File: src/common/usb_audio_params.svh
//--------------------------------------------------------------------------
// USB audio data path constants
// sample divider, FIFO sizing and isochronous packet geometry
//--------------------------------------------------------------------------

`ifndef USB_AUDIO_PARAMS_SVH
`define USB_AUDIO_PARAMS_SVH

//--------------------------------------------------------------------------
// timing
//--------------------------------------------------------------------------
// 60 MHz / 48 kHz, clk cycles per stereo sample
`define USB_AUDIO_SAMPLE_DIV 1250

//--------------------------------------------------------------------------
// buffering
//--------------------------------------------------------------------------
// FIFO address bits, 2**9 = 512 stereo frames per direction
`define USB_AUDIO_FIFO_AW 9

//--------------------------------------------------------------------------
// packet geometry
//--------------------------------------------------------------------------
// stereo frames carried in one 1 ms IN packet
`define USB_AUDIO_PKT_FRAMES 48
// L lo, L hi, R lo, R hi
`define USB_AUDIO_FRAME_BYTES 4

`endif

File: src/common/usb_audio_pkg.sv
//--------------------------------------------------------------------------
// USB audio shared types
// byte, sample and frame vectors plus the IN sequencer state encoding
//--------------------------------------------------------------------------

`default_nettype none

`include "usb_audio_params.svh"

package usb_audio_pkg;

    // endpoint byte, both OUT and IN directions
    typedef logic [7:0] usb_byte_t;

    // one signed PCM channel sample
    typedef logic signed [15:0] pcm_sample_t;

    // stereo frame = {right[15:0], left[15:0]}
    typedef logic [31:0] pcm_frame_t;

    // FIFO pointer, address bits plus wrap bit on top
    typedef logic [`USB_AUDIO_FIFO_AW:0] fifo_ptr_t;

    // IN packet sequencer states
    typedef enum logic [1:0] {
        IDLE  = 2'd0,   // waiting for start-of-frame
        FETCH = 2'd1,   // head frame settling on the FIFO read port
        SEND  = 2'd2    // streaming the 4 bytes of the current frame
    } in_seq_state_t;

endpackage

`default_nettype wire

File: src/rtl/pcm_byte_packer.sv
//--------------------------------------------------------------------------
// pcm_byte_packer
// packs little-endian OUT endpoint bytes into 32-bit stereo frames
// start-of-frame realigns the byte counter
//--------------------------------------------------------------------------

`default_nettype none

`include "usb_audio_params.svh"

module pcm_byte_packer import usb_audio_pkg::*; (
    input  wire        clk,
    input  wire        usb_rstn,
    input  wire        i_sof,           // new USB frame, drops a partial PCM frame
    input  usb_byte_t  i_data,
    input  wire        i_valid,         // one byte per valid cycle
    output pcm_frame_t o_frame,         // {right, left}
    output logic       o_frame_valid    // one clk, after the 4th byte
);

    localparam logic [1:0] LAST_BYTE = 2'(`USB_AUDIO_FRAME_BYTES - 1);

    logic [1:0] byte_cnt;               // position within current frame

    // control, counter and strobe
    always_ff @(posedge clk or negedge usb_rstn) begin
        if (!usb_rstn) begin
            byte_cnt      <= '0;
            o_frame_valid <= 1'b0;
        end else begin
            o_frame_valid <= 1'b0;
            if (i_sof) begin
                byte_cnt <= '0;                     // throw away partial frame
            end else if (i_valid) begin
                byte_cnt      <= byte_cnt + 2'd1;
                o_frame_valid <= (byte_cnt == LAST_BYTE);
            end
        end
    end

    // payload, bytes enter at the top and move toward bit 0
    always_ff @(posedge clk) begin
        if (i_valid && !i_sof)
            o_frame <= {i_data, o_frame[31:8]};     // 1st byte ends up in [7:0]
    end

endmodule

`default_nettype wire

File: config.mk
export PLATFORM = sky130hd
export DESIGN_NAME = pcm_byte_packer
export DESIGN_NICKNAME = d
export VERILOG_FILES = /design/src/common/usb_audio_pkg.sv /design/src/rtl/pcm_byte_packer.sv
export VERILOG_INCLUDE_DIRS = /design/src /design/src/common
export SDC_FILE = /design/constraint.sdc
export NUM_CORES = 1
export LEC_CHECK = 0
export BUFFER_PORTS_ARGS = -buffer_cell sky130_fd_sc_hd__buf_2
export CAP_MARGIN = 20
export CORE_AREA = 2 2 48 61
export CTS_BUF_LIST = sky130_fd_sc_hd__clkbuf_8
export DETAILED_ROUTE_END_ITERATION = 10
export DIE_AREA = 0 0 50 63
export PLACE_DENSITY_LB_ADDON = 0.15
export SYNTH_ARGS = -nofsm -noshare
export SYNTH_HDL_FRONTEND = slang
export SYNTH_SLANG_ARGS = --single-unit
export TNS_END_PERCENT = 10
File: constraint.sdc
create_clock -name clk -period 1.3 [get_ports clk]
set_input_delay 0.065 -clock clk [delete_from_list [all_inputs] [get_ports clk]]
set_output_delay 0.065 -clock clk [all_outputs]
set_load 0.02 [all_outputs]
# Yosys cells after proc, flatten, opt, wreduce, memory -nomap -nowiden
# Index checks and enable logic that the tools add are counted.
[word_totals]
ff_bits = 35
in_bits = 12
output_inout_bits = 33
[op_classes]
n_eq_ne = 1
add_sub_neg = 1
n_mux = 4
reduce_logical = 3
[op_table]
columns = ["cell", "n"]
rows = [
  ["two-way mux 2 bit", 2],
  ["adder 2 x 1 -> 2 bit, second input constant", 1],
  ["equality test 2 bit, second input constant", 1],
  ["two-way mux 1 bit", 2],
  ["nonzero test 2 bit", 1],
  ["logical AND 1 bit", 1],
  ["zero test 1 bit", 1],
]

# Logic depth before layout (Yosys ltp)
[depth]
word_depth = 3
mapped_depth = 3
depth_no_buf = 3

# Worst setup path after synthesis
# OpenSTA, ideal clock, no wires.
[synth_path]
path_type = "in2reg"
start = "input port i_valid"
end = "register o_frame[0] (enable)"
slack_ns = 0.302
arrival_time_ns = 0.619
path_buffers = 0
required_time_ns = 0.921
setup_time_ns = 0.379
stages = 1
path_cell_list = "nor2b_4"
[synth_via]
elab_chain_len = 1
[synth_rtl]
columns = ["element", "line_no", "rtl"]
rows = [
  ["from (decl)", "pcm_byte_packer.sv:16", "input wire i_valid,"],
  ["logical AND 1 bit", "pcm_byte_packer.sv:43", "if (i_valid && !i_sof)"],
  ["to (signal assigned)", "pcm_byte_packer.sv:44", "o_frame <= {i_data, o_frame[31:8]};"],
  ["to (decl)", "pcm_byte_packer.sv:17", "output pcm_frame_t o_frame,"],
]
# No other way between the ends.
# A chain may end at the register's enable or synchronous reset.

# Worst setup path in the final report
[layout_path]
start = "input port i_sof"
end = "register o_frame[1] (enable)"
[layout_via]
elab_chain_len = 2
[layout_rtl]
columns = ["element", "line_no", "rtl"]
rows = [
  ["from (decl)", "pcm_byte_packer.sv:14", "input wire i_sof,"],
  ["zero test 1 bit", "pcm_byte_packer.sv:43", ""],
  ["logical AND 1 bit", "pcm_byte_packer.sv:43", ""],
]
# No other way between the ends.

==> results.md <==
- The final antenna-violating net count is 0.
- The cell area after technology mapping is 1090 µm².
- The power density over the cells is 1450 nW/µm².
- In this run the worst path has a maximum fanout of 33.
- At the end of routability-driven placement, the weighted congestion stood at roughly 0.6.
- The fraction of final layout cells sized beyond drive strength 1 is 0.505.
- The wire length of the first global-routing pass is 2.50 mm.
- Data on the critical path is required at its endpoint by 1.28 ns.
- The area added between synthesis and finish is 44.1%.
- The count of endpoints failing setup in the final report is 0.
- The filler cell count is 211.
- The number of port buffers is 44.
- For the pin with the worst max-slew slack, the measured transition is between 0.1 and 0.15 ns.
- The clock reaches the later pin of the worst-skew pair after between 0.2 and 0.3 ns.
- The share of the yosys chip area belonging to registers is 0.946.
- Clock tree synthesis inserted a total of 5 buffers.
- Summed over all failing endpoints, the final setup total negative slack is 0 ns.
- In this run, the number of DRC markers left after iteration 0 of detailed routing was 15.
- The share of synthesized area in the top cell type comes to 0.878.
- The first detailed-routing pass took 4 iterations.
- The largest total area in the synthesized netlist belongs to edfxtp_1.
- Setup slack on the critical path of the routed design comes to 0.200 ns.
- In the routed layout, each cell is associated on average with a via count of 4.35.
- The number of enable-type register cells in the synthesized netlist is 32.
- The overall routed net length is 1.61 mm.
- In the final routed layout, each cell accounts on average for 11.6 µm.
- The flip-flop cell with the highest count after synthesis is edfxtp_1.
- The effective utilization at floorplan is 0.421.
- The total via count in the routed design is 605.
- Counting flops and latches in the post-synthesis netlist gives 35.
- The post-synthesis instance total is 42.
- The die extent in y is approximately 63 µm.
- The clock period could shrink to 1.10 ns.
- The depth of the worst register-to-register path is 3.
- STA classifies the critical path endpoint as a flip-flop.
- The flow ran to the end, and the final reports show no timing, DRC or antenna violations.
- Dividing the final minimum period by the clock period gives 0.846.
- Ranked by instance count, the synthesized netlist is headed by edfxtp_1 (32), dfrtp_1 (3), nor2_1 (2).
- The row count is 21.
- The TritonCTS clock tree is built.
- Setup repair after global routing left no endpoint under its margin.
- The tool flagged a number of max-cap violations equal to 0.
- Clock-pin slew was measured on the worst setup and hold paths at 0.06 ns.
- The multi-input combinational cells in the finished layout cover a total of around 59 µm².
- The number of antenna violations at the first check in global routing is 0.
- The reported leakage power is 0.653 nW.
- The worst hold path was traced through 3 stages.
- The pre-CTS worst setup slack is 0.291 ns.
- The worst hold path begins at i_valid.
- The library cell with the highest instance count after synthesis is edfxtp_1.
- The H-tree was split into 2 levels.
- The startpoint identified for the worst register-to-register timing path is byte_cnt[0]$_DFFE_PN0P_.
- The reg-to-reg setup timing slack is roughly 0.30 ns.
- The final-report max-slew violation count is 0.
- The placeable core area is 2600 µm².
- The die span in x is 50 µm.
- The largest net degree at the start of global routing is 34.
- Summing all flip-flop and latch instances after layout gives 1040 µm².
- The category of the critical setup timing path is in -> reg.
- No sink is reached through more buffers than the 2 on the longest clock path.
- The average cell area after synthesis is 26.1 µm².
- Once the clock tree was built, the setup fixing pass inserted 0 buffers.
- The path class of the lowest-slack min-delay path is in -> reg.
- The end of the worst register-to-register path is byte_cnt[1]$_DFFE_PN0P_.
- The net count of the finished layout is 117.
- Ranked by total cell area, the synthesized netlist is headed by edfxtp_1 (88%), dfrtp_1 (6.9%), nor2b_4 (1.3%), ha_1 (1.1%), mux2i_1 (0.91%).
- The number of sinks handled by clock tree synthesis is 35.
- For this run, the total global-route usage over all layers was measured as 0.118.
- The startpoint type of the worst setup path is an input port.
- The share of async-settable or async-resettable flops after synthesis is 0.0857.
- The number of global-route vias before repair is 582.
- The final clock skew is 0.00263 ns.
- In this run the count of I/O pins placed on the die edge is 45.
- In this run the clock root is driven by a clkbuf_8.
- The count of yosys warnings during synthesis is 0.
- The worst vdd rail ir drop is 0.000974 V.
- Measured against its own limit, the worst slew margin works out to 0.910.
- After global routing the overflow that remains totals 0.
- The die outline area is around 3200 µm².
- The number of different library cells used by synthesis comes to 8.
- Counting every net in the synthesized netlist gives 55.
- The endpoint with the worst hold slack is byte_cnt[0]$_DFFE_PN0P_.
- Static timing analysis puts the maximum clock frequency at 909 MHz.
- The number of hold violations in the final report is 0.
- Data on the critical path arrives at its endpoint at 1.08 ns.
- The number of antenna diodes in the final layout is 0.
- The final routed DRC violation total is 0.
-- state kept, by name, indices dropped and copies added (netlist names) --
| signal | cells |
|---|---|
| byte_cnt | 2 |
| o_frame | 32 |
| o_frame_valid | 1 |
-- cells in the final DEF (no fill, tap or decap) --
cell / instances
buf_2: 44
edfxtp_1: 32
dlygate4sd3_1: 10
clkbuf_8: 7
dfrtp_1: 3
nor2_1: 2
nor2b_4: 1
and2_1: 1
xnor2_1: 1
mux2i_1: 1
ha_1: 1
inv_1: 1
buf_12: 1
-- layout make-up --
type | count | area share
timing repair buffer | 55 | 0.216
clock buffer | 7 | 0.0611
clock inverter | 1 | 0.00238
sequential | 35 | 0.657
tap | 34 | 0.0270
multi-input combinational | 7 | 0.0373
-- worst max path at each step --
stage                                       start                 endpoint  slack [ns]  depth (start not counted)
after floorplan                           i_valid     o_frame[0]$_DFFE_PP_        0.30                          1
after global placement    byte_cnt[0]$_DFFE_PN0P_  byte_cnt[1]$_DFFE_PN0P_        0.35                          3
after detailed placement  byte_cnt[0]$_DFFE_PN0P_  byte_cnt[1]$_DFFE_PN0P_        0.29                          3
after CTS                                   i_sof     o_frame[1]$_DFFE_PP_        0.20                          4
after global routing                        i_sof     o_frame[4]$_DFFE_PP_        0.19                          4
final                                       i_sof     o_frame[1]$_DFFE_PP_        0.20                          4
-- per-stage QoR --
stage	total power, mW	util	hold WS (ns)	area, µm²	cells
2_1_floorplan	1.40	-	-0.231	1090	42
3_3_place_gp	1.47	0.530	-0.138	1380	121
3_5_place_dp	1.47	0.530	-0.135	1380	121
4_1_cts	2.32	0.607	0.0866	1580	139
5_1_grt	2.39	0.607	0.0955	1580	139
6_report	2.29	0.607	0.0914	1580	139
-- where the power goes --
group / switching [mW] / internal (mW) / leakage, nW
sequential: 0.0180 / 1.28 / 0.341
clock: 0.344 / 0.475 / 0.0557
combinational: 0.0979 / 0.0725 / 0.257
-- worst max-delay path, cell delays in order --
cell	delay (ns)
dlygate4sd3_1	0.53
buf_2	0.15
nor2b_4	0.12
buf_12	0.21
-- per-layer routing --
layer | global-route usage | vias to the layer above | share of wire | wire length (µm)
met1 | 0.101 | 283 | 0.35 | 564
met4 | 0.0833 | 0 | 0.015 | 24
met5 | 0 | - | 0 | 0
li1 | - | 285 | - | -
met3 | 0.0885 | 4 | 0.094 | 152
met2 | 0.183 | 33 | 0.54 | 871
-- cell families after synthesis --
| kind of cell | Yosys count | synth area share |
|---|---|---|
| fa+ha+maj | 1 | 0.0114 |
| flops | 35 | 0.946 |
| xor+xnor | 1 | 0.00800 |
| simple gates | 4 | 0.0251 |
| mux | 1 | 0.00914 |
-- repair_timing --
item | in CTS | in global routing
hold buffers | 10 | 0
gates resized for setup | 0 | 0
hold endpoints to repair | 13 | 0
No activity file was read; power rests on OpenSTA's default activity.
