`config.mk`:
```
export PLATFORM = sky130hd
export DESIGN_NAME = sample_tick_gen
export DESIGN_NICKNAME = d
export VERILOG_FILES = /design/src/rtl/sample_tick_gen.sv
export VERILOG_INCLUDE_DIRS = /design/src /design/src/common
export SDC_FILE = /design/constraint.sdc
export NUM_CORES = 1
export LEC_CHECK = 0
export ABC_AREA = 0
export BUFFER_PORTS_ARGS = -buffer_cell sky130_fd_sc_hd__buf_4
export CORE_AREA = 2 2 39 41
export DETAILED_ROUTE_END_ITERATION = 8
export DIE_AREA = 0 0 41 43
export PLACE_DENSITY = 0.57
export SYNTH_ARGS = -nofsm -noshare
export SYNTH_HDL_FRONTEND = slang
export SYNTH_SLANG_ARGS = --single-unit
```
`constraint.sdc`:
```
create_clock -name clk -period 2.9 [get_ports clk]
set_input_delay 0.145 -clock clk [delete_from_list [all_inputs] [get_ports clk]]
set_output_delay 0.145 -clock clk [all_outputs]
set_load 0.05 [all_outputs]
```
`src/common/usb_audio_params.svh`:
```
//--------------------------------------------------------------------------
// USB audio data path constants
// sample divider, FIFO sizing and isochronous packet geometry
//--------------------------------------------------------------------------

`ifndef USB_AUDIO_PARAMS_SVH
`define USB_AUDIO_PARAMS_SVH

//--------------------------------------------------------------------------
// timing
//--------------------------------------------------------------------------
// 60 MHz / 48 kHz, clk cycles per stereo sample
`define USB_AUDIO_SAMPLE_DIV 1250

//--------------------------------------------------------------------------
// buffering
//--------------------------------------------------------------------------
// FIFO address bits, 2**9 = 512 stereo frames per direction
`define USB_AUDIO_FIFO_AW 9

//--------------------------------------------------------------------------
// packet geometry
//--------------------------------------------------------------------------
// stereo frames carried in one 1 ms IN packet
`define USB_AUDIO_PKT_FRAMES 48
// L lo, L hi, R lo, R hi
`define USB_AUDIO_FRAME_BYTES 4

`endif

```
`src/rtl/sample_tick_gen.sv`:
```
//--------------------------------------------------------------------------
// sample_tick_gen
// divides clk down to a one-cycle 48 kHz audio sample strobe
//--------------------------------------------------------------------------

`default_nettype none

`include "usb_audio_params.svh"

module sample_tick_gen (
    input  wire  clk,
    input  wire  usb_rstn,
    output logic o_tick                 // one clk wide, once per sample period
);

    localparam logic [10:0] DIV_LAST = 11'(`USB_AUDIO_SAMPLE_DIV - 1);

    logic [10:0] cnt;                   // 0 .. DIV-1

    always_ff @(posedge clk or negedge usb_rstn) begin
        if (!usb_rstn) begin
            cnt    <= '0;
            o_tick <= 1'b0;
        end else if (cnt == DIV_LAST) begin
            cnt    <= '0;               // wrap, strobe lands exactly DIV cycles apart
            o_tick <= 1'b1;
        end else begin
            cnt    <= cnt + 11'd1;
            o_tick <= 1'b0;
        end
    end

    // counter must stay inside one sample period
    a_cnt_range: assert property (@(posedge clk) disable iff (!usb_rstn)
        cnt < 11'(`USB_AUDIO_SAMPLE_DIV));

endmodule

`default_nettype wire

```
# ---- After elaboration in Yosys (flattened, before gate mapping)
# Cells that the tools add are included.
dict set report op_classes {
  addsub 1
  n_reduce_logical 0
  n_eq_ne 1
  bitwise 0
  multipliers 0
  n_div 0
  magnitude_cmp 0
  shift 0
  muxes 2
}
# op n
set ops {}
lappend ops {{adder 11 x 1 -> 11 bit (second input constant)} 1}
lappend ops {{== test 11 bit (second input constant)} 1}
lappend ops {{2-to-1 mux 11 bit} 1}
lappend ops {{2-to-1 mux 1 bit} 1}
dict set report word_totals {
  mem_bits_ro 0
  latchBits 0
  n_memories 0
  inputBits 2
  ramBits 0
  ff_bits 12
}

# ---- Depth between registers and ports, before layout
# Gate-level depths: netlist of the first run.
dict set report logic_depth {
  depth_word 2
  mapped_depth 5
  depth_no_buf 5
}

# ---- Worst setup path before layout of the first run
# OpenSTA, ideal clock, no wires.
dict set report synth_timing {
  path_kind {register to register}
  startpoint {reg cnt[1]}
  endpoint {reg cnt[10]}
  setup_slack_ns 1.423
  arrival_ns 1.338
  path_stages_with_launch 6
  period_less_slack_ns 1.477
  t_required_ns 2.761
  n_path_buf 0
  cell_sequence {dfrtp_1 > inv_1 > ha_1 > or4b_4 > nor3_4 > a21oi_1}
}
dict set report synth_via {
  elab_chain_len 2
  elab_cells_between_ends 3
  classes_between {add/sub (1); eq/ne (1); mux (1)}
}
# element line_no
set synth_rtl {}
lappend synth_rtl {{start, declared} sample_tick_gen.sv:18} ;# logic [10:0] cnt;
lappend synth_rtl {{start signal, assigned} sample_tick_gen.sv:28} ;# cnt <= cnt + 11'd1;
lappend synth_rtl {{adder 11 x 1 -> 11 bit / == test 11 bit (equally long branches)} {sample_tick_gen.sv:28, sample_tick_gen.sv:24}}
lappend synth_rtl {{2-to-1 mux 11 bit *} sample_tick_gen.sv:24} ;# end else if (cnt == DIV_LAST) begin
# Every way passes the cells marked *; elsewhere a longest branch is shown, timed or not.

# ---- Worst setup path after layout of the first run
dict set report layout_timing {
  startpoint {reg cnt[1]}
  endpoint {reg cnt[5]}
}
# The elaborated chain is that of the path after synthesis.

==> out/results.tsv, run 1 <==
metric	value	unit
num rows	14	
reg2reg end	cnt[5]$_DFF_PN0_	
syn_area_per_cell	11.4	um^2
endpoints failing hold	0	
fmax	0.624	GHz
number of port buffers	2	
final WL	945	um
largest family of logic cells by synthesized area	simple AND/OR/NAND/NOR gates	
Starting DRT DRC Count	4	
Critical Path RT	3.04	ns
ys flop type	dfrtp_1	
Rel. slew slack	0.721	
Starting Density	0.404	
clock power share	0.438	
Synth Area in Compound Gates	0.0828	
Die Y	43	um
Worst-path clk slew	0.08	ns
first-pass GRT wire length	1770	um
Cells after Synth	49	
DRT antenna net count	0	
run status	completed	
Crit Path Class	reg2reg	
P_leak	0.000271	uW
pre-CTS setup slack	1.29	ns
Setup crit end	cnt[5]$_DFF_PN0_	
H-tree Lvls	1	
maxcap violations	0	
R2R depth	5	
post-synth cell types	19	
Synth async-reset ratio	1.00	
post-CTS sizing	0	
Worst Skew	0.00399	ns
via-per-instance ratio	5.42	
vias in the first global route	375	
Crit. Startpoint	cnt[1]$_DFF_PN0_	
Seq pwr share	0.546	
Post-Synth Adder-Cell Area	0.0447	
die width	41	um
post-route DRC violation count	0	
Sw Share	0.199	
metal2 WL	443	um
part of the Yosys area used for sequential elements	0.537	
Total GRT Usage	0.158	
fin worst setup slack	1.30	ns
Critical Path Sink Type	flip-flop	
Max Used Layer	met4	
CORE AREA	1380	um^2
number of enable flip-flop cells after synthesis	0	
worst-path fanout max	8	
Cell Int Power	245	uW
final setup TNS	0	ns
RSZ-0062 raised after global routing	no	
number of I/O pins	3	
simple logic cell fraction of the synthesized area	0.251	
syn_nets	53	
Synth area leaders	dfrtp_1 54%, xnor2_1 4.7%, ha_1 4.5%	
met1 WL	432	um
Clock Latency Late Sink	0.28	ns
GR Overflow Total	0	
fraction of layout cells with a size suffix above 1	0.214	
Root Buffer	clkbuf_4	
Max rail drop VDD	0.232	mV
Slew Limit Fails	0	
min Tclk post-route	1.60	ns
RePlAce Congestion	0.757	
Final Core Density	0.463	
Power Density	478	nW/um^2
HPWL Detailed	685	um
die area	1760	um^2
Worst R2R Setup Slack	1.30	ns
met3 wire len	34	um
Post-Synth XOR/XNOR Area	0.0783	
endpoints failing setup	0	
switching pwr	60.9	uW
Tightest Hold Check Type	in2async	
power share of the combinational group	0.017	
Synth Register Bits	12	
initial antenna violation count	0	
antenna cells	0	
crit share post-route	0.553	
Synth area leader	dfrtp_1	
Worst-Margin Slew	0.417	ns
Max Root-Sink Buffers	2	
cts bufs inserted	3	
post-synthesis mux area share	0	
CP Data Arrival Time	1.75	ns
Synth Warn #	0	
Synth top area share	0.537	
drt wl/cell	13.1	um
largest net degree at the start of global routing	13	
Post-Syn Area	559	um^2
Via Count	390	
1st-pass router iterations	4	
Layout Nets	61	
crit start category	flip-flop	
CTS tree	built	
P&R area growth vs syn	14.5	%
Clock Sink Count	12	
Reg-to-Reg Start	cnt[1]$_DFF_PN0_	
## Yosys cell counts (all sizes together), types with 2 or more instances
library cell and count:
or3 3, nand4 2, nor2 3, o21ai 3, nand2 3, dfrtp 12, xnor2 3, nor3 3
ha 2, a21oi 4, xor2 2, nand3 4
## registers in the layout, summed over array words and instances, names as in the netlist
register,flops
o_tick,1
cnt,11
## per-stage QoR
stage,cell area (um^2),cells,power (uW),hold WS (ns)
after detailed placement,594,67,175,-0.00585
after global routing,641,72,322,0.255
final,641,72,306,0.234
after floorplan,559,49,171,-0.151
after CTS,641,72,313,0.230
after global placement,594,67,175,-0.00757
## worst min path at each step
stage,start,endpoint,cells after the start
floorplan,usb_rstn,cnt[0]$_DFF_PN0_,0
global placement,usb_rstn,o_tick$_DFF_PN0_,1
detailed placement,usb_rstn,cnt[3]$_DFF_PN0_,1
CTS,usb_rstn,cnt[3]$_DFF_PN0_,2
global route,usb_rstn,cnt[2]$_DFF_PN0_,2
finish,usb_rstn,cnt[3]$_DFF_PN0_,2
## layout make-up
| type | instances | area (um^2) |
|---|---|---|
| clock buffers | 4 | 36.3 |
| fillers | 129 | 743 |
| multi-input cells | 36 | 255 |
| repair buffers | 3 | 25.0 |
| well taps | 16 | 20.0 |
| inverters | 1 | 3.75 |
| flip-flops and latches | 12 | 300 |
## worst max-delay path, cell delays in order, from the launching register on
cell and delay, ns:
dfrtp_1 0.40, inv_1 0.06, ha_1 0.12, or4b_4 0.46, nor3_4 0.35, a21oi_1 0.08
## logic make-up (layout without fill, tap and decap cells)
logic type | count (synthesis) | in the layout
AO/OA/AOI/OAI | 8 | 8
XOR/XNOR | 5 | 5
adder cells (fa/ha/maj) | 2 | 2
buffers and inverters | 1 | 8
flip-flops | 12 | 12
AND/OR/NAND/NOR | 21 | 21
## timing repair
action,in CTS,in global routing
hold buffers,1,0
buffers inserted,0,0
endpoints found under the hold margin,12,0
## per-layer routing
layer	global-route usage	vias up
met5	0	-
met4	0.140	0
met3	0.0471	4
met2	0.194	9
met1	0.213	186
li1	-	191
## power by group through the flow
stage	registers, uW	logic (uW)	clock network, uW
6_report	167	5.11	134
5_1_grt	167	6.16	149
4_1_cts	167	5.50	140
3_5_place_dp	170	4.40	0
3_3_place_gp	170	4.32	0
2_1_floorplan	171	0.0000821	0
## cell usage in the layout, fill, tap and decap left out, types with 3 or more instances in the layout
cell,n
or3_1,3
nand3_1,4
xnor2_1,3
a21oi_1,3
o21ai_0,3
clkbuf_4,3
nand2_1,3
dfrtp_1,12
nor2_2,3
(Power assumes the default switching activity.)
==> inputs of run 2 (changes only) <==
--- a/config.mk
+++ b/config.mk
@@ -6,12 +6,12 @@
 export SDC_FILE = /design/constraint.sdc
 export NUM_CORES = 1
 export LEC_CHECK = 0
-export ABC_AREA = 0
+export ABC_AREA = 1
 export BUFFER_PORTS_ARGS = -buffer_cell sky130_fd_sc_hd__buf_4
-export CORE_AREA = 2 2 39 41
+export CORE_MARGIN = 2
+export CORE_UTILIZATION = 45
 export DETAILED_ROUTE_END_ITERATION = 8
-export DIE_AREA = 0 0 41 43
-export PLACE_DENSITY = 0.57
+export PLACE_DENSITY = 0.61
 export SYNTH_ARGS = -nofsm -noshare
 export SYNTH_HDL_FRONTEND = slang
 export SYNTH_SLANG_ARGS = --single-unit
==> constraint.sdc (replaced) <==
create_clock -name clk -period 1.5 [get_ports clk]
set_input_delay 0.075 -clock clk [delete_from_list [all_inputs] [get_ports clk]]
set_output_delay 0.075 -clock clk [all_outputs]
set_load 0.05 [all_outputs]
==> out/results.tsv, run 2 <==
metric	value	unit	change
Critical Path RT	1.67	ns	-1.37 ns
Worst Skew	0.00412	ns	+0.000127 ns
final setup TNS	0	ns	unchanged
RePlAce Congestion	0.832		+9.9%
DRT antenna net count	0		unchanged
maxcap violations	0		unchanged
crit start category	flip-flop		
Power Density	845	nW/um^2	+77%
Synth async-reset ratio	1.00		unchanged
Post-Syn Area	622	um^2	+11%
Post-CTS Repair Setup Buffers	0		unchanged
endpoints failing setup	0		unchanged
post-synth cell types	15		-4
worst-path fanout max	4		-4
Crit-path slowest cell	dfrtp_1		
first-pass GRT wire length	1760	um	-0.40%
ys flop type	dfrtp_1		
largest registers	cnt (11), o_tick (1)		
CP Data Arrival Time	1.40	ns	-0.35 ns
part of the Yosys area used for sequential elements	0.483		-0.0540
syn_nets	84		+58%
syn_area_per_cell	7.77	um^2	-32%
CTS tree	built		
Cell Chain, Critical Path	ha_1 -> nand2_1 -> nor2_2 -> nand2_1 -> xor2_1 -> inv_1		
commonest non-fill, non-tap cell in the layout	nand2_1		
CP bufs+invs	1		unchanged
Rel. slew slack	0.854		+0.133
most frequent CP cell	nand2_1		
die area	1700	um^2	-3.8%
Slew Limit Fails	0		unchanged
max reg flops	11		unchanged
Max Root-Sink Buffers	2		unchanged
Synth Register Bits	12		unchanged
cts bufs inserted	3		unchanged
vias in the first global route	420		+12%
initial antenna violation count	0		unchanged
H-tree Lvls	1		unchanged
P_leak	0.000369	uW	+36%
1st-pass router iterations	4		unchanged
Critical Path Sink Type	flip-flop		
dpl cell area	656	um^2	+10%
most frequent cells in the layout	20 x nand2_1, 19 x nor2_1, 12 x dfrtp_1		
Root Buffer	clkbuf_4		
Clock Sink Count	12		unchanged
crit share post-route	0.817		+0.264
Synth top area share	0.483		-0.0540
Synth Warn #	0		unchanged
antenna cells	0		unchanged
drt wl/cell	11.1	um	-15%
GR Overflow Total	0		unchanged
final WL	1130	um	+20%
Worst-path clk slew	0.08	ns	about the same
P&R area growth vs syn	12.9	%	
Starting DRT DRC Count	5		+1
via-per-instance ratio	4.93		-9.0%
number of port buffers	2		unchanged
Cells after Synth	80		+63%
Tightest Hold Check Type	in2async		
Starting Density	0.478		+0.0737
Crit Path Class	reg2reg		
number of I/O pins	3		unchanged
run status	completed		
fraction of layout cells with a size suffix above 1	0.103		-0.111
RSZ-0062 raised after global routing	no		
Via Count	503		+29%
largest net degree at the start of global routing	13		unchanged
max incr delay on CP	0.42	ns	-0.04 ns
number of enable flip-flop cells after synthesis	0		unchanged
fmax	0.816	GHz	+31%
dpl cells	97		+45%
design area	702	um^2	+9.6%
Worst-Margin Slew	0.218	ns	-0.198 ns
HPWL Detailed	829	um	+21%
Max rail drop VDD	0.567	mV	+140%
Total GRT Usage	0.171		+0.0130
num rows	13		-1
Synth area leaders	dfrtp_1 48%, nand2_1 12%, nor2_1 11%		
Synth area leader	dfrtp_1		
post-route DRC violation count	0		unchanged
min Tclk post-route	1.23	ns	-0.377 ns
Layout Nets	92		+51%
top cell family by delay on the critical path	flip-flops		
count leader, synth	nand2_1		
Clock Latency Late Sink	0.27	ns	about the same
Post-synth top cells	20 x nand2_1, 19 x nor2_1, 12 x dfrtp_1		
Die Y	41.2	um	-4.2%
Non-Filler Instances	102		+42%
endpoints failing hold	0		unchanged
CORE AREA	1300	um^2	-6.0%
die width	41.2	um	+0.43%
Biggest register	cnt		
-- run 2: changes by cell type in the layout (fill, tap and decap cells not counted), moves of 2 or more --
| cell | change |
|---|---|
| xnor2_1 | -2 |
| xor2_1 | +2 |
| nor2_2 | -2 |
| inv_1 | +9 |
| o21ai_0 | -3 |
| nand2_1 | +17 |
| nor2_1 | +19 |
| or3_1 | -3 |
-- run 2: through the flow --
stage                     worst slack (ns)   util  total power (uW)  hold WS, ns
final                                0.274  0.539               593        0.168
after CTS                            0.258  0.539               608        0.167
after global placement               0.299  0.504               338      -0.0770
after floorplan                      0.375      -               330       -0.221
after detailed placement             0.290  0.504               338      -0.0752
after global routing                 0.162  0.539               615        0.199
-- run 2: what timing repair did --
| item | in CTS | in global routing |
|---|---|---|
| endpoints found under the hold margin | 12 | 0 |
| gates resized for setup | 0 | 0 |
| hold buffers | 1 | 0 |
-- run 2: final timing paths --
| path | startpoint | to | slack (ns) | cells after the start |
|---|---|---|---|---|
| min in group clk | cnt[0]$_DFF_PN0_ | cnt[0]$_DFF_PN0_ | 0.50 | 1 |
| setup / recovery | cnt[0]$_DFF_PN0_ | cnt[8]$_DFF_PN0_ | 0.27 | 6 |
| setup reg to reg | cnt[0]$_DFF_PN0_ | cnt[8]$_DFF_PN0_ | 0.27 | 6 |
| max in group asynchronous | usb_rstn | cnt[10]$_DFF_PN0_ | 1.17 | 2 |
| hold / removal | usb_rstn | cnt[3]$_DFF_PN0_ | 0.17 | 2 |
| hold reg to reg | cnt[0]$_DFF_PN0_ | cnt[0]$_DFF_PN0_ | 0.50 | 1 |
-- run 2: cell type report --
type / count / area, um^2
fill: 130 / 599
sequential: 12 / 300
multi-input combinational: 57 / 280
inverter: 11 / 41.3
clock buffer: 4 / 36.3
timing repair buffer: 3 / 25.0
tap: 15 / 18.8
-- run 2: cell families (layout without fill, tap and decap cells) --
group / after synthesis / after routing / synth area share
XOR/XNOR: 5 / 5 / 0.0704
buffers and inverters: 11 / 18 / 0.0664
AND/OR/NAND/NOR: 47 / 47 / 0.312
flip-flops: 12 / 12 / 0.483
AO/OA/AOI/OAI: 3 / 3 / 0.0282
adder cells (fa/ha/maj): 2 / 2 / 0.0402
-- run 2: power breakdown --
part           leakage, uW  internal (uW)  total [uW]  switching [uW]
registers         0.000153            323         323               0
logic             0.000195           3.49        9.94            6.45
clock network    0.0000210            148         260             113
total             0.000369            474         593             119
-- run 2: worst reg2reg max path, cell delays in order, from the launching register on --
cell     delay, ns
dfrtp_1       0.42
ha_1          0.24
nand2_1       0.13
nor2_2        0.06
nand2_1       0.08
xor2_1        0.14
inv_1         0.05
-- run 2: layer usage --
layer	up-vias	GRT usage	routed length, um
met5	-	0	0
met2	14	0.250	490
li1	255	-	-
met4	0	0.0726	14
met3	2	0.0815	87
met1	232	0.213	540
==> inputs of run 3 (changes only) <==
--- a/config.mk
+++ b/config.mk
@@ -11,7 +11,7 @@
 export CORE_MARGIN = 2
 export CORE_UTILIZATION = 45
 export DETAILED_ROUTE_END_ITERATION = 8
-export PLACE_DENSITY = 0.61
+export PLACE_DENSITY = 0.63
 export SYNTH_ARGS = -nofsm -noshare
 export SYNTH_HDL_FRONTEND = slang
 export SYNTH_SLANG_ARGS = --single-unit
==> constraint.sdc (replaced) <==
create_clock -name clk -period 1.1 [get_ports clk]
set_input_delay 0.055 -clock clk [delete_from_list [all_inputs] [get_ports clk]]
set_output_delay 0.055 -clock clk [all_outputs]
set_load 0.05 [all_outputs]
==> out/results.tsv, run 3 (synthesis results as in run 2) <==
metric	value	unit	change
max reg flops	11		unchanged
maxcap violations	0		unchanged
Via Count	553		+9.9%
Total GRT Usage	0.191		+0.0198
P&R area growth vs syn	33.2	%	
endpoints failing hold	0		unchanged
crit share post-route	1.10		+0.284
crit start category	flip-flop		
via-per-instance ratio	5.03		+1.9%
worst-path fanout max	3		-1
Worst R2R Setup Slack	-0.11	ns	-0.39 ns
most frequent cells in the layout	17 x nand2_1, 17 x nor2_1, 10 x dfrtp_1		
failing checks	negative setup slack		
fin worst setup slack	-0.111	ns	-0.385 ns
Layout Nets	100		+8.7%
first-pass GRT wire length	1970	um	+12%
number of I/O pins	3		unchanged
max incr delay on CP	0.41	ns	about the same
run status	complete, but fails checks		
initial antenna violation count	0		unchanged
Clock Latency Late Sink	0.28	ns	about the same
Multi-input gate area	340	um^2	+21%
CTS tree	built		
vias in the first global route	475		+13%
design area	828	um^2	+18%
Worst-path clk slew	0.08	ns	about the same
die width	41.2	um	unchanged
endpoints failing setup	10		+10
Die Y	41.2	um	unchanged
Reg-to-Reg Start	cnt[1]$_DFF_PN0_		
Clock Sink Count	12		unchanged
Worst-Margin Slew	0.224	ns	+0.00564 ns
CP bufs+invs	3		+2
Max Root-Sink Buffers	2		unchanged
most frequent CP cell	buf_4		
Cell Chain, Critical Path	buf_6 -> ha_4 -> buf_4 -> buf_4 -> xnor2_2 -> nor2_1		
Slew Limit Fails	0		unchanged
P_leak	0.000438	uW	+19%
fmax	0.825	GHz	+1.2%
1st-pass router iterations	4		unchanged
CP Data Arrival Time	1.42	ns	+0.02 ns
Filler Cell Count	117		-10%
Biggest register	cnt		
R2R depth	6		unchanged
min Tclk post-route	1.21	ns	-0.0147 ns
RSZ-0062 raised after global routing	yes		
RePlAce Congestion	0.829		-0.40%
Power Density	980	nW/um^2	+16%
Rel. slew slack	0.851		-0.00376
Tightest Hold Check Type	in2async		
Starting Density	0.478		unchanged
reg2reg end	cnt[2]$_DFF_PN0_		
fraction of layout cells with a size suffix above 1	0.316		+0.212
Critical Path RT	1.31	ns	-0.36 ns
top cell family by delay on the critical path	flip-flops		
Max rail drop VDD	0.502	mV	-11%
drt wl/cell	12.4	um	+12%
DRT antenna net count	0		unchanged
HPWL Detailed	945	um	+14%
Non-Filler Instances	110		+7.8%
Critical Path Sink Type	flip-flop		
number of port buffers	2		unchanged
die area	1700	um^2	unchanged
GR Overflow Total	0		unchanged
cts bufs inserted	3		unchanged
Worst Skew	0.00118	ns	-0.00294 ns
largest net degree at the start of global routing	13		unchanged
final WL	1370	um	+21%
largest registers	cnt (11), o_tick (1)		
Sequential Area	303	um^2	+0.83%
dpl cell area	691	um^2	+5.3%
H-tree Lvls	1		unchanged
CORE AREA	1300	um^2	unchanged
Root Buffer	clkbuf_4		
Crit-path slowest cell	dfrtp_1		
Crit Path Class	reg2reg		
post-route DRC violation count	0		unchanged
num rows	13		unchanged
antenna cells	0		unchanged
Starting DRT DRC Count	17		+12
dpl cells	101		+4.1%
run 3: cell count changes in the layout (fill, tap and decap cells not counted), sizes merged:
cell,previous run,this run
buf,2,10
run 3: timing repair:
| action | CTS | global route |
|---|---|---|
| pin swaps | 4 | 13 |
| resized for setup | 1 | 15 |
| setup buffers | 0 | 4 |
| setup endpoints to repair | 12 | 12 |
| endpoints found under the hold margin | 12 | 0 |
| hold buffers | 1 | 0 |
run 3: cell type report:
class,instances,share of cell area
Clock buffer,4,0.0438
Inverter,11,0.0498
Multi-Input combinational cell,57,0.411
Sequential cell,12,0.366
Tap cell,15,0.0227
Timing Repair Buffer,11,0.107
run 3: per-layer routing:
metal | GRT usage | share of wire
met4 | 0.0726 | 0.018
met5 | 0 | 0
met3 | 0.0978 | 0.056
met1 | 0.209 | 0.42
met2 | 0.313 | 0.50
run 3: how the worst max path moves through the flow:
stage               slack [ns]  cells past startpoint               end              from
floorplan               -0.002                      7  cnt[0]$_DFF_PN0_  cnt[1]$_DFF_PN0_
global placement         -0.11                      7  cnt[0]$_DFF_PN0_  cnt[1]$_DFF_PN0_
detailed placement       -0.14                      7  cnt[0]$_DFF_PN0_  cnt[1]$_DFF_PN0_
CTS                      -0.12                      7  cnt[0]$_DFF_PN0_  cnt[1]$_DFF_PN0_
global route             -0.18                      7  cnt[0]$_DFF_PN0_  cnt[1]$_DFF_PN0_
finish                   -0.11                      6  cnt[2]$_DFF_PN0_  cnt[1]$_DFF_PN0_
run 3: power by group:
part / internal (uW) / switching, uW
Sequential: 441 / 0
Clock: 201 / 156
Combinational: 4.76 / 9.34
run 3: metrics by stage:
step	total power, uW	setup WS, ns	hold slack [ns]	setup TNS (ns)	utilization
finish	812	-0.111	0.160	-0.655	0.637
global route	843	-0.183	0.180	-1.61	0.637
CTS	821	-0.124	0.148	-1.04	0.568
detailed placement	461	-0.145	-0.0970	-1.02	0.531
global placement	461	-0.114	-0.0952	-0.673	0.531
floorplan	450	-0.00205	-0.241	-0.00365	-
run 3: worst register-to-register path, cell delays in order, from the launching register on:
cell	delay (ns)
dfrtp_1	0.41
buf_6	0.13
ha_4	0.16
buf_4	0.12
buf_4	0.13
xnor2_2	0.12
nor2_1	0.08
