## config.mk

```make
export PLATFORM = sky130hd
export DESIGN_NAME = in_packet_sequencer
export DESIGN_NICKNAME = d
export VERILOG_FILES = /design/src/common/usb_audio_pkg.sv /design/src/rtl/in_packet_sequencer.sv
export VERILOG_INCLUDE_DIRS = /design/src /design/src/common
export SDC_FILE = /design/constraint.sdc
export NUM_CORES = 1
export LEC_CHECK = 0
export BUFFER_PORTS_ARGS = -buffer_cell sky130_fd_sc_hd__buf_4
export CAP_MARGIN = 20
export CORE_ASPECT_RATIO = 1.4
export CORE_MARGIN = 10
export CORE_UTILIZATION = 43
export CTS_CLUSTER_DIAMETER = 50
export DETAILED_ROUTE_END_ITERATION = 12
export PLACE_DENSITY = 0.85
export SETUP_SLACK_MARGIN = 0.4
export SLEW_MARGIN = 40
export SYNTH_ARGS = -nofsm -noshare
export SYNTH_HDL_FRONTEND = slang
export SYNTH_SLANG_ARGS = --single-unit
```

## constraint.sdc

```tcl
create_clock -name clk -period 1.9 [get_ports clk]
set_input_delay 0.095 -clock clk [delete_from_list [all_inputs] [get_ports clk]]
set_output_delay 0.095 -clock clk [all_outputs]
set_load 0.01 [all_outputs]
```

## src/common/usb_audio_params.svh

```systemverilog
//--------------------------------------------------------------------------
// USB audio data path constants
// sample divider, FIFO sizing and isochronous packet geometry
//--------------------------------------------------------------------------

`ifndef USB_AUDIO_PARAMS_SVH
`define USB_AUDIO_PARAMS_SVH

//--------------------------------------------------------------------------
// timing
//--------------------------------------------------------------------------
// 60 MHz / 48 kHz, clk cycles per stereo sample
`define USB_AUDIO_SAMPLE_DIV 1250

//--------------------------------------------------------------------------
// buffering
//--------------------------------------------------------------------------
// FIFO address bits, 2**9 = 512 stereo frames per direction
`define USB_AUDIO_FIFO_AW 9

//--------------------------------------------------------------------------
// packet geometry
//--------------------------------------------------------------------------
// stereo frames carried in one 1 ms IN packet
`define USB_AUDIO_PKT_FRAMES 48
// L lo, L hi, R lo, R hi
`define USB_AUDIO_FRAME_BYTES 4

`endif

```

## src/common/usb_audio_pkg.sv

```systemverilog
//--------------------------------------------------------------------------
// USB audio shared types
// byte, sample and frame vectors plus the IN sequencer state encoding
//--------------------------------------------------------------------------

`default_nettype none

`include "usb_audio_params.svh"

package usb_audio_pkg;

    // endpoint byte, both OUT and IN directions
    typedef logic [7:0] usb_byte_t;

    // one signed PCM channel sample
    typedef logic signed [15:0] pcm_sample_t;

    // stereo frame = {right[15:0], left[15:0]}
    typedef logic [31:0] pcm_frame_t;

    // FIFO pointer, address bits plus wrap bit on top
    typedef logic [`USB_AUDIO_FIFO_AW:0] fifo_ptr_t;

    // IN packet sequencer states
    typedef enum logic [1:0] {
        IDLE  = 2'd0,   // waiting for start-of-frame
        FETCH = 2'd1,   // head frame settling on the FIFO read port
        SEND  = 2'd2    // streaming the 4 bytes of the current frame
    } in_seq_state_t;

endpackage

`default_nettype wire

```

## src/rtl/in_packet_sequencer.sv

```systemverilog
//--------------------------------------------------------------------------
// in_packet_sequencer
// after each start-of-frame, pops capture frames and serializes them
// into one 192-byte isochronous IN packet, zero-filling when dry
//--------------------------------------------------------------------------

`default_nettype none

`include "usb_audio_params.svh"

module in_packet_sequencer import usb_audio_pkg::*; (
    input  wire        clk,
    input  wire        usb_rstn,
    input  wire        i_sof,           // starts or restarts a packet
    input  pcm_frame_t i_frame,         // capture FIFO head
    input  wire        i_frame_avail,   // capture FIFO not empty
    output logic       o_pop,
    output usb_byte_t  o_data,
    output logic       o_valid,
    input  wire        i_ready
);

    localparam logic [1:0] LAST_BYTE  = 2'(`USB_AUDIO_FRAME_BYTES - 1);
    localparam logic [5:0] LAST_FRAME = 6'(`USB_AUDIO_PKT_FRAMES - 1);

    in_seq_state_t state;
    logic [1:0]    byte_cnt;            // byte within frame, LL LH RL RH
    logic [5:0]    frame_cnt;           // frame within packet
    logic          have_frame;          // FIFO had data at FETCH
    logic          hs;                  // byte handshake
    logic          last_byte;

    //----------------------------------------------------------------------
    // byte stream
    //----------------------------------------------------------------------
    assign o_valid   = (state == SEND);
    assign hs        = o_valid & i_ready;
    assign last_byte = (byte_cnt == LAST_BYTE);
    // frame is consumed only once its 4th byte has gone out
    assign o_pop     = hs & last_byte & have_frame;
    // zero bytes stand in for a missing frame
    assign o_data    = have_frame ? i_frame[{byte_cnt, 3'b000} +: 8] : '0;

    //----------------------------------------------------------------------
    // FSM
    //----------------------------------------------------------------------
    always_ff @(posedge clk or negedge usb_rstn) begin
        if (!usb_rstn) begin
            state      <= IDLE;
            byte_cnt   <= '0;
            frame_cnt  <= '0;
            have_frame <= 1'b0;
        end else if (i_sof) begin
            state     <= FETCH;                     // restart, even mid-packet
            byte_cnt  <= '0;
            frame_cnt <= '0;
        end else begin
            case (state)
                IDLE: begin
                    state <= IDLE;                  // wait for next sof
                end
                FETCH: begin
                    have_frame <= i_frame_avail;    // read port settles this cycle
                    state      <= SEND;
                end
                SEND: begin
                    if (hs) begin
                        byte_cnt <= byte_cnt + 2'd1;
                        if (last_byte) begin
                            if (frame_cnt == LAST_FRAME) begin
                                state <= IDLE;      // 192nd byte accepted
                            end else begin
                                frame_cnt <= frame_cnt + 6'd1;
                                state     <= FETCH;
                            end
                        end
                    end
                end
                default: state <= IDLE;
            endcase
        end
    end

    //----------------------------------------------------------------------
    // checks
    //----------------------------------------------------------------------
    // a stalled byte stays offered unchanged until taken
    a_hold_stable: assert property (@(posedge clk) disable iff (!usb_rstn)
        o_valid && !i_ready && !i_sof |=> state == SEND && $stable(o_data));

    // pop only on a handshake and never into an empty capture FIFO
    a_pop_legal: assert property (@(posedge clk) disable iff (!usb_rstn)
        o_pop |-> hs && i_frame_avail);

endmodule

`default_nettype wire

```

After elaboration in Yosys (flattened, before gate mapping) --
Index checks and enable logic that the tools add are counted.
Storage, ports and cells: word-level logic and storage cells 39, output and inout bits 10, register bits after elaboration 11, input port bits 37
Cells by class: add/subtract/negate cells 2, equality and inequality tests 7, bitwise gates (word level) 4, reductions and logical operators 7, muxes and demuxes 14, shifts and indexed selects 1
Operators with widths (number):
- 32-bit by 6-bit indexed part select with 8-bit output | 1
- 6-bit 2-to-1 mux | 5
- 2-bit 2-to-1 mux | 6
- 8-bit 2-to-1 mux | 1
- 6-bit by 1-bit adder with 6-bit output (second input constant) | 1
- 6-bit == test (second input constant) | 1
- 3-bit by 2-bit inequality test with 1-bit output (second input constant) | 2
- 2-bit AND reduction | 3
- 2-bit nonzero test | 3
- 2-bit == test (second input constant) | 2
- 2-bit one-hot mux with 2 select lines | 1
- 4-bit AND reduction | 1
- 1-bit bitwise AND | 3
- 2-bit by 1-bit adder with 2-bit output (second input constant) | 1
- 2-bit by 1-bit == test with 1-bit output (second input constant) | 1
- 2-bit inequality test (second input constant) | 1
- 1-bit 2-to-1 mux | 1
- 1-bit NOT | 1

Logic depth before layout (Yosys ltp) --
Gate-level depths: netlist of the first run.
depth after elaboration 6, mapped depth 4, depth with buffers taken out 4

Worst setup path before layout of the first run --
No wires, ideal clock.
kind reg-to-reg, start reg frame_cnt[0], end reg frame_cnt[0], path slack 0.510 ns, setup time 0.125 ns, buffers on the path 0, stages on the path, launching flop included 5, arrival 1.266 ns, clock period less this slack 1.390 ns, data required time 1.775 ns, cells stage by stage dfrtp_1 > ha_1 > and4bb_2 > o2bb2ai_1 > mux2_2
Between the ends: cells in the longest elaborated chain, start to end 6, elaborated cells between the ends (all ways) 9, classes of those cells add/sub: 1; eq/ne: 2; mux: 5; reduce/logical: 1
Ends and longest elaborated chain:
- start: declaration | line in_packet_sequencer.sv:28 | logic [5:0] frame_cnt;
- start signal: assignment | line in_packet_sequencer.sv:73 | frame_cnt <= frame_cnt + 6'd1;
- 6-bit by 1-bit adder with 6-bit output | line in_packet_sequencer.sv:73
- 6-bit 2-to-1 mux | line in_packet_sequencer.sv:70 | if (frame_cnt == LAST_FRAME) begin
- 6-bit 2-to-1 mux | line in_packet_sequencer.sv:69 | if (last_byte) begin
- 6-bit 2-to-1 mux | line in_packet_sequencer.sv:67 | if (hs) begin
- 6-bit 2-to-1 mux | line in_packet_sequencer.sv:58 | case (state)
- 6-bit 2-to-1 mux | line in_packet_sequencer.sv:53 | end else if (i_sof) begin
Several ways; a longest one is shown, not always the timed one. The select of a mux whose other input is x is not followed. A chain may end at the register's enable or synchronous reset.

Worst setup path after layout of the first run --
start reg byte_cnt[0], end out o_data[6]
Between the ends: cells in the longest elaborated chain, start to end 2
Ends and longest elaborated chain:
- start: declaration | line in_packet_sequencer.sv:27 | logic [1:0] byte_cnt;
- start signal: assignment | line in_packet_sequencer.sv:68 | byte_cnt <= byte_cnt + 2'd1;
- 32-bit by 6-bit indexed part select with 8-bit output | line in_packet_sequencer.sv:42 | assign o_data = have_frame ? i_frame[{byte_cnt, 3'b000} +: 8] : '0;
- 8-bit 2-to-1 mux | line in_packet_sequencer.sv:42
- end: declaration | line in_packet_sequencer.sv:18 | output usb_byte_t o_data,
Every way passes these cells.

==> metrics.txt, run 1 <==
status=finished, final reports clean; Place WS=0.407 ns; FF-to-FF setup slack=0.32 ns; number of DRC markers in iteration 0=26; max-cap violations=0; die height=72.1 um; R2R Path End=frame_cnt[0]$_DFFE_PN0P_; setup ws final=0.167 ns; RSZ-0062 raised after global routing=true; total track usage=14.1%; WHS Path Cells=2; Nets=172; Hold WC Path Type=in -> reg; Area growth syn-to-layout=71.3%; Leak=0.649 nW; commonest non-fill, non-tap cells in the layout=buf_4 (44), dfrtp_1 (11), buf_6 (11); layout cell share with drive strength beyond 1=66.7%; Non-Filler Instances=152; Worst Setup SP=byte_cnt[0]$_DFFE_PN0P_; Cells after DPL=140; Startpoint Class=register; FF+latch count, synth=11; Final Max Slew Viols=0; DRC violations left=0; clock slew seen by the registers of the worst setup and hold paths=0.07 ns; CTS H-tree lvls=1; WL met2=1470 um; Yosys top cell area share=33.1%; fmax=0.577 GHz; Port Buf Inserts=46; Worst Path Arrival=1.64 ns; slowest CP cell=mux4_2; Simple-Gate Fraction of Synth Area=25.7%; WP data required=1.80 ns; CP delay by family, top=multiplexers; Worst-Margin Slew=0.313 ns; largest family of logic cells by synthesized area=simple AND/OR/NAND/NOR gates; first-pass GRT wire length=4680 um; CP dominant cell by count=buf_6; total negative slack=0 ns; met3 WL=333 um; Synth area leader=dfrtp_1; die area=4120 um^2; WL met1=1240 um; Detail Placement HPWL=2140 um; Synth Area in Adders=3.01%; CTS Root Cell=clkbuf_4; Compound-Gate Fraction of Synth Area=9.92%; Final Hold Vio Count=0; Setup Skew=0.00234 ns; Vias/cell=6.05; warnings from Yosys=0; initial antenna violation count=0; Hold EP=have_frame$_DFFE_PN0P_; DR top layer=met4; Net Count, Synth=114; Yosys cell types=28; Initial Util=46.2%; ANT nets after route=0; crit path max fanout=5; drt total wl=3100 um; Mean Syn Cell Area=11.1 um^2; grt total ovfl=0; cells on worst reg2reg path=7; commonest non-fill, non-tap cell in the layout=buf_4; Post-Synth XOR/XNOR Area=1.05%; Mapped Cells=75; Crit Path Category=reg -> out; clock buffer depth=2; CTS tree=yes; Die Width=57.2 um; Synth area leaders=dfrtp_1 (33%), mux4_2 (22%), and2_1 (7.5%); Hold Startpoint=i_frame_avail; Max VDD drop=0.408 mV; R2R Path Start=byte_cnt[0]$_DFFE_PN0P_; Ports=47; area of the multi-input gates=622 um^2; Final Cycle Share=91.2%; post-synthesis sequential area ratio=33.1%; TritonCTS buffer count=3; register area=275 um^2; drt wl/cell=20.4 um; DRT Pass-1 Iters=4; filler cell count in the final layout=108; synthesized area=832 um^2; Slew HR=79.1%; post-route minimum period=1.73 ns; via count=920; setup violators final=0; gpl congestion=0.757; Max stage delay on crit path=0.51 ns; crit-path cells=buf_6 -> mux4_2 -> and2_4 -> buf_6; multiplexer share of the synthesized area=24.4%; maximum number of pins on one net before global-route repair=13; core area=1800 um^2; Core Rows=18; P per Cell Area=447 nW/um^2; antenna diode count=0; clk_lat worst skew=0.27 ns; Buf/Inv on CP=2; vias in the first global route=961; Crit. End Element=primary output; clock sink count=11
-- synthesized netlist by cell type --
library cell,number
mux2_2,2
nand3_1,5
nand3b_1,1
mux4_2,8
a21oi_1,5
nor2b_1,3
buf_2,1
nand4b_4,1
xor2_1,1
and2_1,10
o21ai_0,2
clkbuf_1,1
a311oi_1,1
dfrtp_1,11
nor2_1,2
a31oi_1,1
o2bb2ai_1,1
a211oi_1,1
nand2_1,4
buf_1,1
and4b_2,1
or4_1,3
ha_1,2
o31ai_1,1
a22o_1,1
and4bb_2,1
and2b_1,1
inv_1,3
-- cell type report --
| class | count | share of cell area [%] |
|---|---|---|
| clock inverters | 1 | 0.351 |
| inverters | 3 | 0.790 |
| flip-flops and latches | 11 | 19.3 |
| well taps | 20 | 1.76 |
| clock buffers | 3 | 1.58 |
| repair buffers | 56 | 32.6 |
| multi-input cells | 58 | 43.6 |
-- report_power, final --
| group | switching [W] | internal (W) |
|---|---|---|
| clock network | 0.0000820 | 0.0000780 |
| registers | 0.0000161 | 0.000241 |
| logic | 0.0000706 | 0.000149 |
| total | 0.000169 | 0.000468 |
-- cell families (layout without fill, tap and decap cells) --
family          count (synthesis)  in the layout
simple gates                   32             32
compound gates                 13             13
flops                          11             11
mux                            10             10
buf+inv                         6             63
fa+ha+maj                       2              2
xor+xnor                        1              1
-- how the worst max path moves through the flow --
stage	to	slack, ns	depth (start not counted)
6_report	o_data[6]	0.17	4
3_3_place_gp	o_data[6]	0.45	4
3_5_place_dp	frame_cnt[0]$_DFFE_PN0P_	0.41	4
2_1_floorplan	frame_cnt[0]$_DFFE_PN0P_	0.51	4
4_1_cts	o_data[1]	0.17	4
5_1_grt	o_data[6]	0.10	4
-- stage by stage --
step	cell area (um^2)	hold slack, ns	utilization [%]	power, W
final	1430	0.0601	79.1	0.000637
after CTS	1350	0.0439	74.7	0.000626
after detailed placement	1200	-0.0639	66.9	0.000434
after global placement	1200	-0.0642	66.9	0.000428
after floorplan	832	-0.201	-	0.000324
after global routing	1430	0.0524	79.1	0.000670
-- state kept, by name (all words and copies together) (netlist names) --
signal / count
byte_cnt: 2
have_frame: 1
frame_cnt: 6
state: 2
-- timing repair --
action | in CTS | in global routing
endpoints found under the setup margin | 11 | 15
gates cloned | 1 | 0
resized for setup | 16 | 15
buffers inserted | 5 | 1
hold buffers | 1 | 0
endpoints found under the hold margin | 11 | 0
pin swaps | 4 | 5
-- metal layers --
layer	global-route usage, %	vias up
met4	6.28	0
met2	24.3	64
li1	-	406
met3	5.40	8
met5	0	-
met1	14.8	442
Power figures use the tool's default switching activity.
==> inputs of run 2 (changes only) <==
--- a/config.mk
+++ b/config.mk
@@ -8,12 +8,13 @@
 export LEC_CHECK = 0
 export BUFFER_PORTS_ARGS = -buffer_cell sky130_fd_sc_hd__buf_4
 export CAP_MARGIN = 20
+export CELL_PAD_IN_SITES_DETAIL_PLACEMENT = 1
+export CELL_PAD_IN_SITES_GLOBAL_PLACEMENT = 1
 export CORE_ASPECT_RATIO = 1.4
 export CORE_MARGIN = 10
-export CORE_UTILIZATION = 43
-export CTS_CLUSTER_DIAMETER = 50
+export CORE_UTILIZATION = 31
 export DETAILED_ROUTE_END_ITERATION = 12
-export PLACE_DENSITY = 0.85
+export PLACE_DENSITY = 0.84
 export SETUP_SLACK_MARGIN = 0.4
 export SLEW_MARGIN = 40
 export SYNTH_ARGS = -nofsm -noshare
==> run 2 against run 1 <==
  * Global-route usage is 0.99 points lower
  * Sequential power hardly changed
  * Cell count is 13% higher
  * Flip-flop and latch count stayed put
  * Largest power group unchanged
  * Highest routed layer unchanged
==> metrics.txt, run 2 (synthesis results as in run 1) <==
status=finished, final reports clean; Setup Skew=0.00163 ns; Nets=175; Post-DP Area=1230 um^2; TritonCTS buffer count=3; Startpoint Class=register; fmax=0.580 GHz; commonest non-fill, non-tap cell in the layout=buf_4; Vias/cell=5.31; DRT Pass-1 Iters=3; Core Rows=22; gpl congestion=0.733; RSZ-0062 raised after global routing=true; Non-Filler Instances=171; CTS H-tree lvls=1; crit path max fanout=4; R2R Path Start=byte_cnt[0]$_DFFE_PN0P_; Buf/Inv on CP=2; cells on worst reg2reg path=6; Top Registers=frame_cnt (6), byte_cnt (2), state (2); drt total wl=3420 um; vias in the first global route=970; Detail Placement HPWL=2490 um; Crit. End Element=primary output; Power Internal=0.000475 W; Largest Register=frame_cnt; total negative slack=0 ns; CTS tree=yes; maximum number of pins on one net before global-route repair=13; setup violators final=0; Slew HR=78.0%; layout cell share with drive strength beyond 1=68.1%; Ports=47; Design Area, Final=1460 um^2; Comb pwr share=34.2%; drt wl/cell=20.0 um; Initial Util=32.2%; post-route minimum period=1.72 ns; FF-to-FF setup slack=0.43 ns; Worst-Margin Slew=0.330 ns; WHS Path Cells=2; die area=5190 um^2; ANT nets after route=0; initial antenna violation count=0; max-cap violations=0; Crit Path Category=reg -> out; R2R Path End=frame_cnt[0]$_DFFE_PN0P_; P per Cell Area=445 nW/um^2; switching pwr=0.000176 W; crit-path cells=buf_6 -> mux4_2 -> and2_4 -> buf_6; Hold Startpoint=i_frame_avail; grt total ovfl=0; Hold EP=have_frame$_DFFE_PN0P_; max reg flops=6; sequential power share=39.8%; DRC violations left=0; slowest CP cell=mux4_2; Hold WC Path Type=in -> reg; Die Width=63.8 um; first-pass GRT wire length=5230 um; Max VDD drop=0.320 mV; Clock power frac=26.0%; Worst Path Arrival=1.63 ns; Cells after DPL=157; total track usage=13.1%; Final Hold Vio Count=0; core area=2590 um^2; sw frac=27.1%; die height=81.3 um; antenna diode count=0; Final Cycle Share=90.7%; commonest non-fill, non-tap cells in the layout=buf_4 (45), buf_6 (13), dfrtp_1 (10); CP dominant cell by count=buf_6; clock sink count=11; clock buffer depth=2; clock slew seen by the registers of the worst setup and hold paths=0.07 ns; Area growth syn-to-layout=75.8%; CP delay by family, top=multiplexers; number of DRC markers in iteration 0=27; WP data required=1.80 ns; via count=908; clk_lat worst skew=0.28 ns; Max stage delay on crit path=0.51 ns; Leak=0.659 nW; CTS Root Cell=clkbuf_4; Port Buf Inserts=46; Final Max Slew Viols=0
==> run 2: cell types whose count changed in the layout (fill, tap and decap cells not counted), sizes merged <==
cell    delta
clkbuf     +1
clkinv     -1
buf        +3
==> run 2: metal layers <==
metal	vias to the layer above	share of wire [%]	GRT usage (%)
met2	47	48	22.4
met1	449	44	14.9
met4	0	1.2	5.26
met3	6	7.3	4.13
li1	406	-	-
met5	-	0	0
==> run 2: layout make-up <==
type / count / area, um^2
Tap cell: 36 / 45.0
Clock buffer: 4 / 26.3
Inverter: 3 / 11.3
Sequential cell: 11 / 277
Fill cell: 286 / 1120
Timing Repair Buffer: 59 / 494
Multi-Input combinational cell: 58 / 609
==> run 2: stage by stage <==
| step | total power (W) | worst slack, ns | util [%] | hold slack (ns) |
|---|---|---|---|---|
| after floorplan | 0.000324 | 0.510 | - | -0.201 |
| after global routing | 0.000689 | 0.106 | 56.5 | 0.0411 |
| after detailed placement | 0.000438 | 0.375 | 47.6 | -0.0612 |
| after CTS | 0.000648 | 0.177 | 53.3 | 0.0431 |
| after global placement | 0.000432 | 0.443 | 47.6 | -0.0644 |
| final | 0.000651 | 0.177 | 56.5 | 0.0474 |
==> run 2: worst max-delay path by stage <==
stage / start / endpoint / slack [ns] / cells past startpoint
after floorplan: frame_cnt[0]$_DFFE_PN0P_ / frame_cnt[0]$_DFFE_PN0P_ / 0.51 / 4
after global placement: byte_cnt[0]$_DFFE_PN0P_ / frame_cnt[5]$_DFFE_PN0P_ / 0.44 / 4
after detailed placement: byte_cnt[0]$_DFFE_PN0P_ / frame_cnt[5]$_DFFE_PN0P_ / 0.37 / 4
after CTS: byte_cnt[0]$_DFFE_PN0P_ / o_data[7] / 0.18 / 4
after global routing: byte_cnt[0]$_DFFE_PN0P_ / o_data[6] / 0.11 / 4
final: byte_cnt[0]$_DFFE_PN0P_ / o_data[0] / 0.18 / 4
==> run 2: timing repair <==
item	in CTS	in global routing
hold endpoints to repair	11	0
endpoints found under the setup margin	12	15
buffers inserted	3	6
hold buffers	1	0
cloned	0	0
pin swaps	4	4
gates resized for setup	24	9
==> run 2: power by group through the flow <==
stage,logic [W],registers [W],clock network [W]
6_report,0.000223,0.000259,0.000169
2_1_floorplan,0.0000695,0.000254,0
3_5_place_dp,0.000178,0.000260,0
5_1_grt,0.000238,0.000261,0.000190
3_3_place_gp,0.000173,0.000259,0
4_1_cts,0.000220,0.000258,0.000170
==> inputs of run 3 (changes only) <==
==> constraint.sdc (replaced) <==
create_clock -name clk -period 1.9 [get_ports clk]
set_input_delay 0.095 -clock clk [delete_from_list [all_inputs] [get_ports clk]]
set_output_delay 0.095 -clock clk [all_outputs]
set_load 0.1 [all_outputs]
==> run 3 against run 2 <==
  * Register-to-register slack lost 0.05 ns
  * Sequential share of layout area shrank 0.75 points
  * Maximum frequency shrank 3.5%
  * Combinational power grew 100%
  * Critical path type unchanged
  * Largest power group is now combinational cells
==> metrics.txt, run 3 (synthesis results as in run 1) <==
status=finished, final reports clean; DRC violations left=0; core area=2590 um^2; Core Rows=22; setup ws final=0.114 ns; Slew HR=76.0%; max reg flops=6; grt total ovfl=0; Top Registers=frame_cnt (6), byte_cnt (2), state (2); Worst Path Arrival=1.69 ns; CTS tree=yes; Largest Register=frame_cnt; clock slew seen by the registers of the worst setup and hold paths=0.08 ns; Crit Path Category=reg -> out; Crit. End Element=primary output; Area growth syn-to-layout=83.0%; FF-to-FF setup slack=0.38 ns; CTS H-tree lvls=1; Ports=47; Final Cycle Share=94.0%; number of DRC markers in iteration 0=29; max-cap violations=0; drt total wl=3850 um; maximum number of pins on one net before global-route repair=13; via count=904; post-route minimum period=1.79 ns; die height=81.3 um; Startpoint Class=register; Vias/cell=5.41; die area=5190 um^2; DRT Pass-1 Iters=4; commonest non-fill, non-tap cells in the layout=buf_4 (42), dfrtp_1 (10), and2_4 (9), buf_12 (9), mux4_2 (8); initial antenna violation count=0; crit path max fanout=5; clock sink count=11; clock buffer depth=2; Max VDD drop=0.366 mV; Final Max Slew Viols=0; layout cell share with drive strength beyond 1=67.9%; TritonCTS buffer count=3; Die Width=63.8 um; total track usage=15.1%; RSZ-0062 raised after global routing=true; commonest non-fill, non-tap cell in the layout=buf_4; antenna diode count=0; Place WS=0.350 ns; CTS Root Cell=clkbuf_4; Nets=171; first-pass GRT wire length=5980 um; gpl congestion=0.746; Detail Placement HPWL=2660 um; clk_lat worst skew=0.28 ns; Worst-Margin Slew=0.361 ns; Setup Skew=0.0101 ns; WP data required=1.80 ns; Initial Util=32.2%; setup violators final=0; ANT nets after route=0; total negative slack=0 ns; vias in the first global route=1,033; drt wl/cell=23.1 um; fmax=0.560 GHz; Final Hold Vio Count=0; P per Cell Area=576 nW/um^2; Leak=0.663 nW; Port Buf Inserts=46; Hold WC Path Type=in -> reg
==> run 3: changes by cell type in the layout (fill, tap and decap cells not counted) <==
cell      delta
buf_6       -10
buf_12       +9
a211oi_4     +1
nor2b_4      +1
buf_4        -3
nor2b_1      -1
a211oi_2     -1
==> run 3: layout make-up <==
cell class	count	area [um^2]
fill	282	1060
clock buffer	4	26.3
inverter	3	11.3
timing repair buffer	55	539
sequential	11	277
multi-input combinational	58	624
tap	36	45.0
==> run 3: timing repair <==
item / 4_1_cts / 5_1_grt
hold buffers: 1 / 0
setup endpoints to repair: 13 / 14
resized for setup: 34 / 9
setup buffers: 2 / 3
endpoints found under the hold margin: 11 / 0
pin swaps: 2 / 7
==> run 3: worst paths after layout <==
kind | end | depth (start not counted) | startpoint
setup / recovery | o_data[4] | 4 | byte_cnt[0]$_DFFE_PN0P_
hold / removal | have_frame$_DFFE_PN0P_ | 2 | i_frame_avail
setup reg to reg | frame_cnt[5]$_DFFE_PN0P_ | 5 | byte_cnt[0]$_DFFE_PN0P_
hold reg to reg | frame_cnt[1]$_DFFE_PN0P_ | 1 | frame_cnt[1]$_DFFE_PN0P_
max in group asynchronous | state[1]$_DFFE_PN0P_ | 2 | usb_rstn
min in group asynchronous | frame_cnt[4]$_DFFE_PN0P_ | 2 | usb_rstn
==> run 3: report_power, final <==
group          switching, W  total (W)  internal [W]  leakage [nW]
clock             0.0000854   0.000167     0.0000816        0.0150
combinational      0.000249   0.000449      0.000200         0.501
sequential        0.0000192   0.000261      0.000241         0.146
total              0.000353   0.000877      0.000523         0.663
==> run 3: routing by layer <==
| layer | vias to the layer above | global-route usage (%) | part of all wire (%) |
|---|---|---|---|
| li1 | 398 | - | - |
| met1 | 449 | 16.7 | 42 |
| met4 | 0 | 3.95 | 1.0 |
| met2 | 52 | 28.0 | 51 |
| met3 | 5 | 3.72 | 6.3 |
| met5 | - | 0 | 0 |
==> run 3: worst max-delay path: stages, from the launching register on <==
cell     delay [ns]
dfrtp_2        0.40
buf_6          0.14
mux4_2         0.52
and2_4         0.19
buf_12         0.16
==> run 3: through the flow <==
stage                     util (%)  instance area [um^2]  total power, W  std cells  hold slack (ns)
after detailed placement      48.7                  1260        0.000627        157          -0.0592
after floorplan                  -                   861        0.000510         75           -0.201
after global routing          58.8                  1520        0.000908        167           0.0592
final                         58.8                  1520        0.000877        167           0.0504
after CTS                     56.1                  1450        0.000865        164           0.0499
after global placement        48.7                  1260        0.000618        157          -0.0642
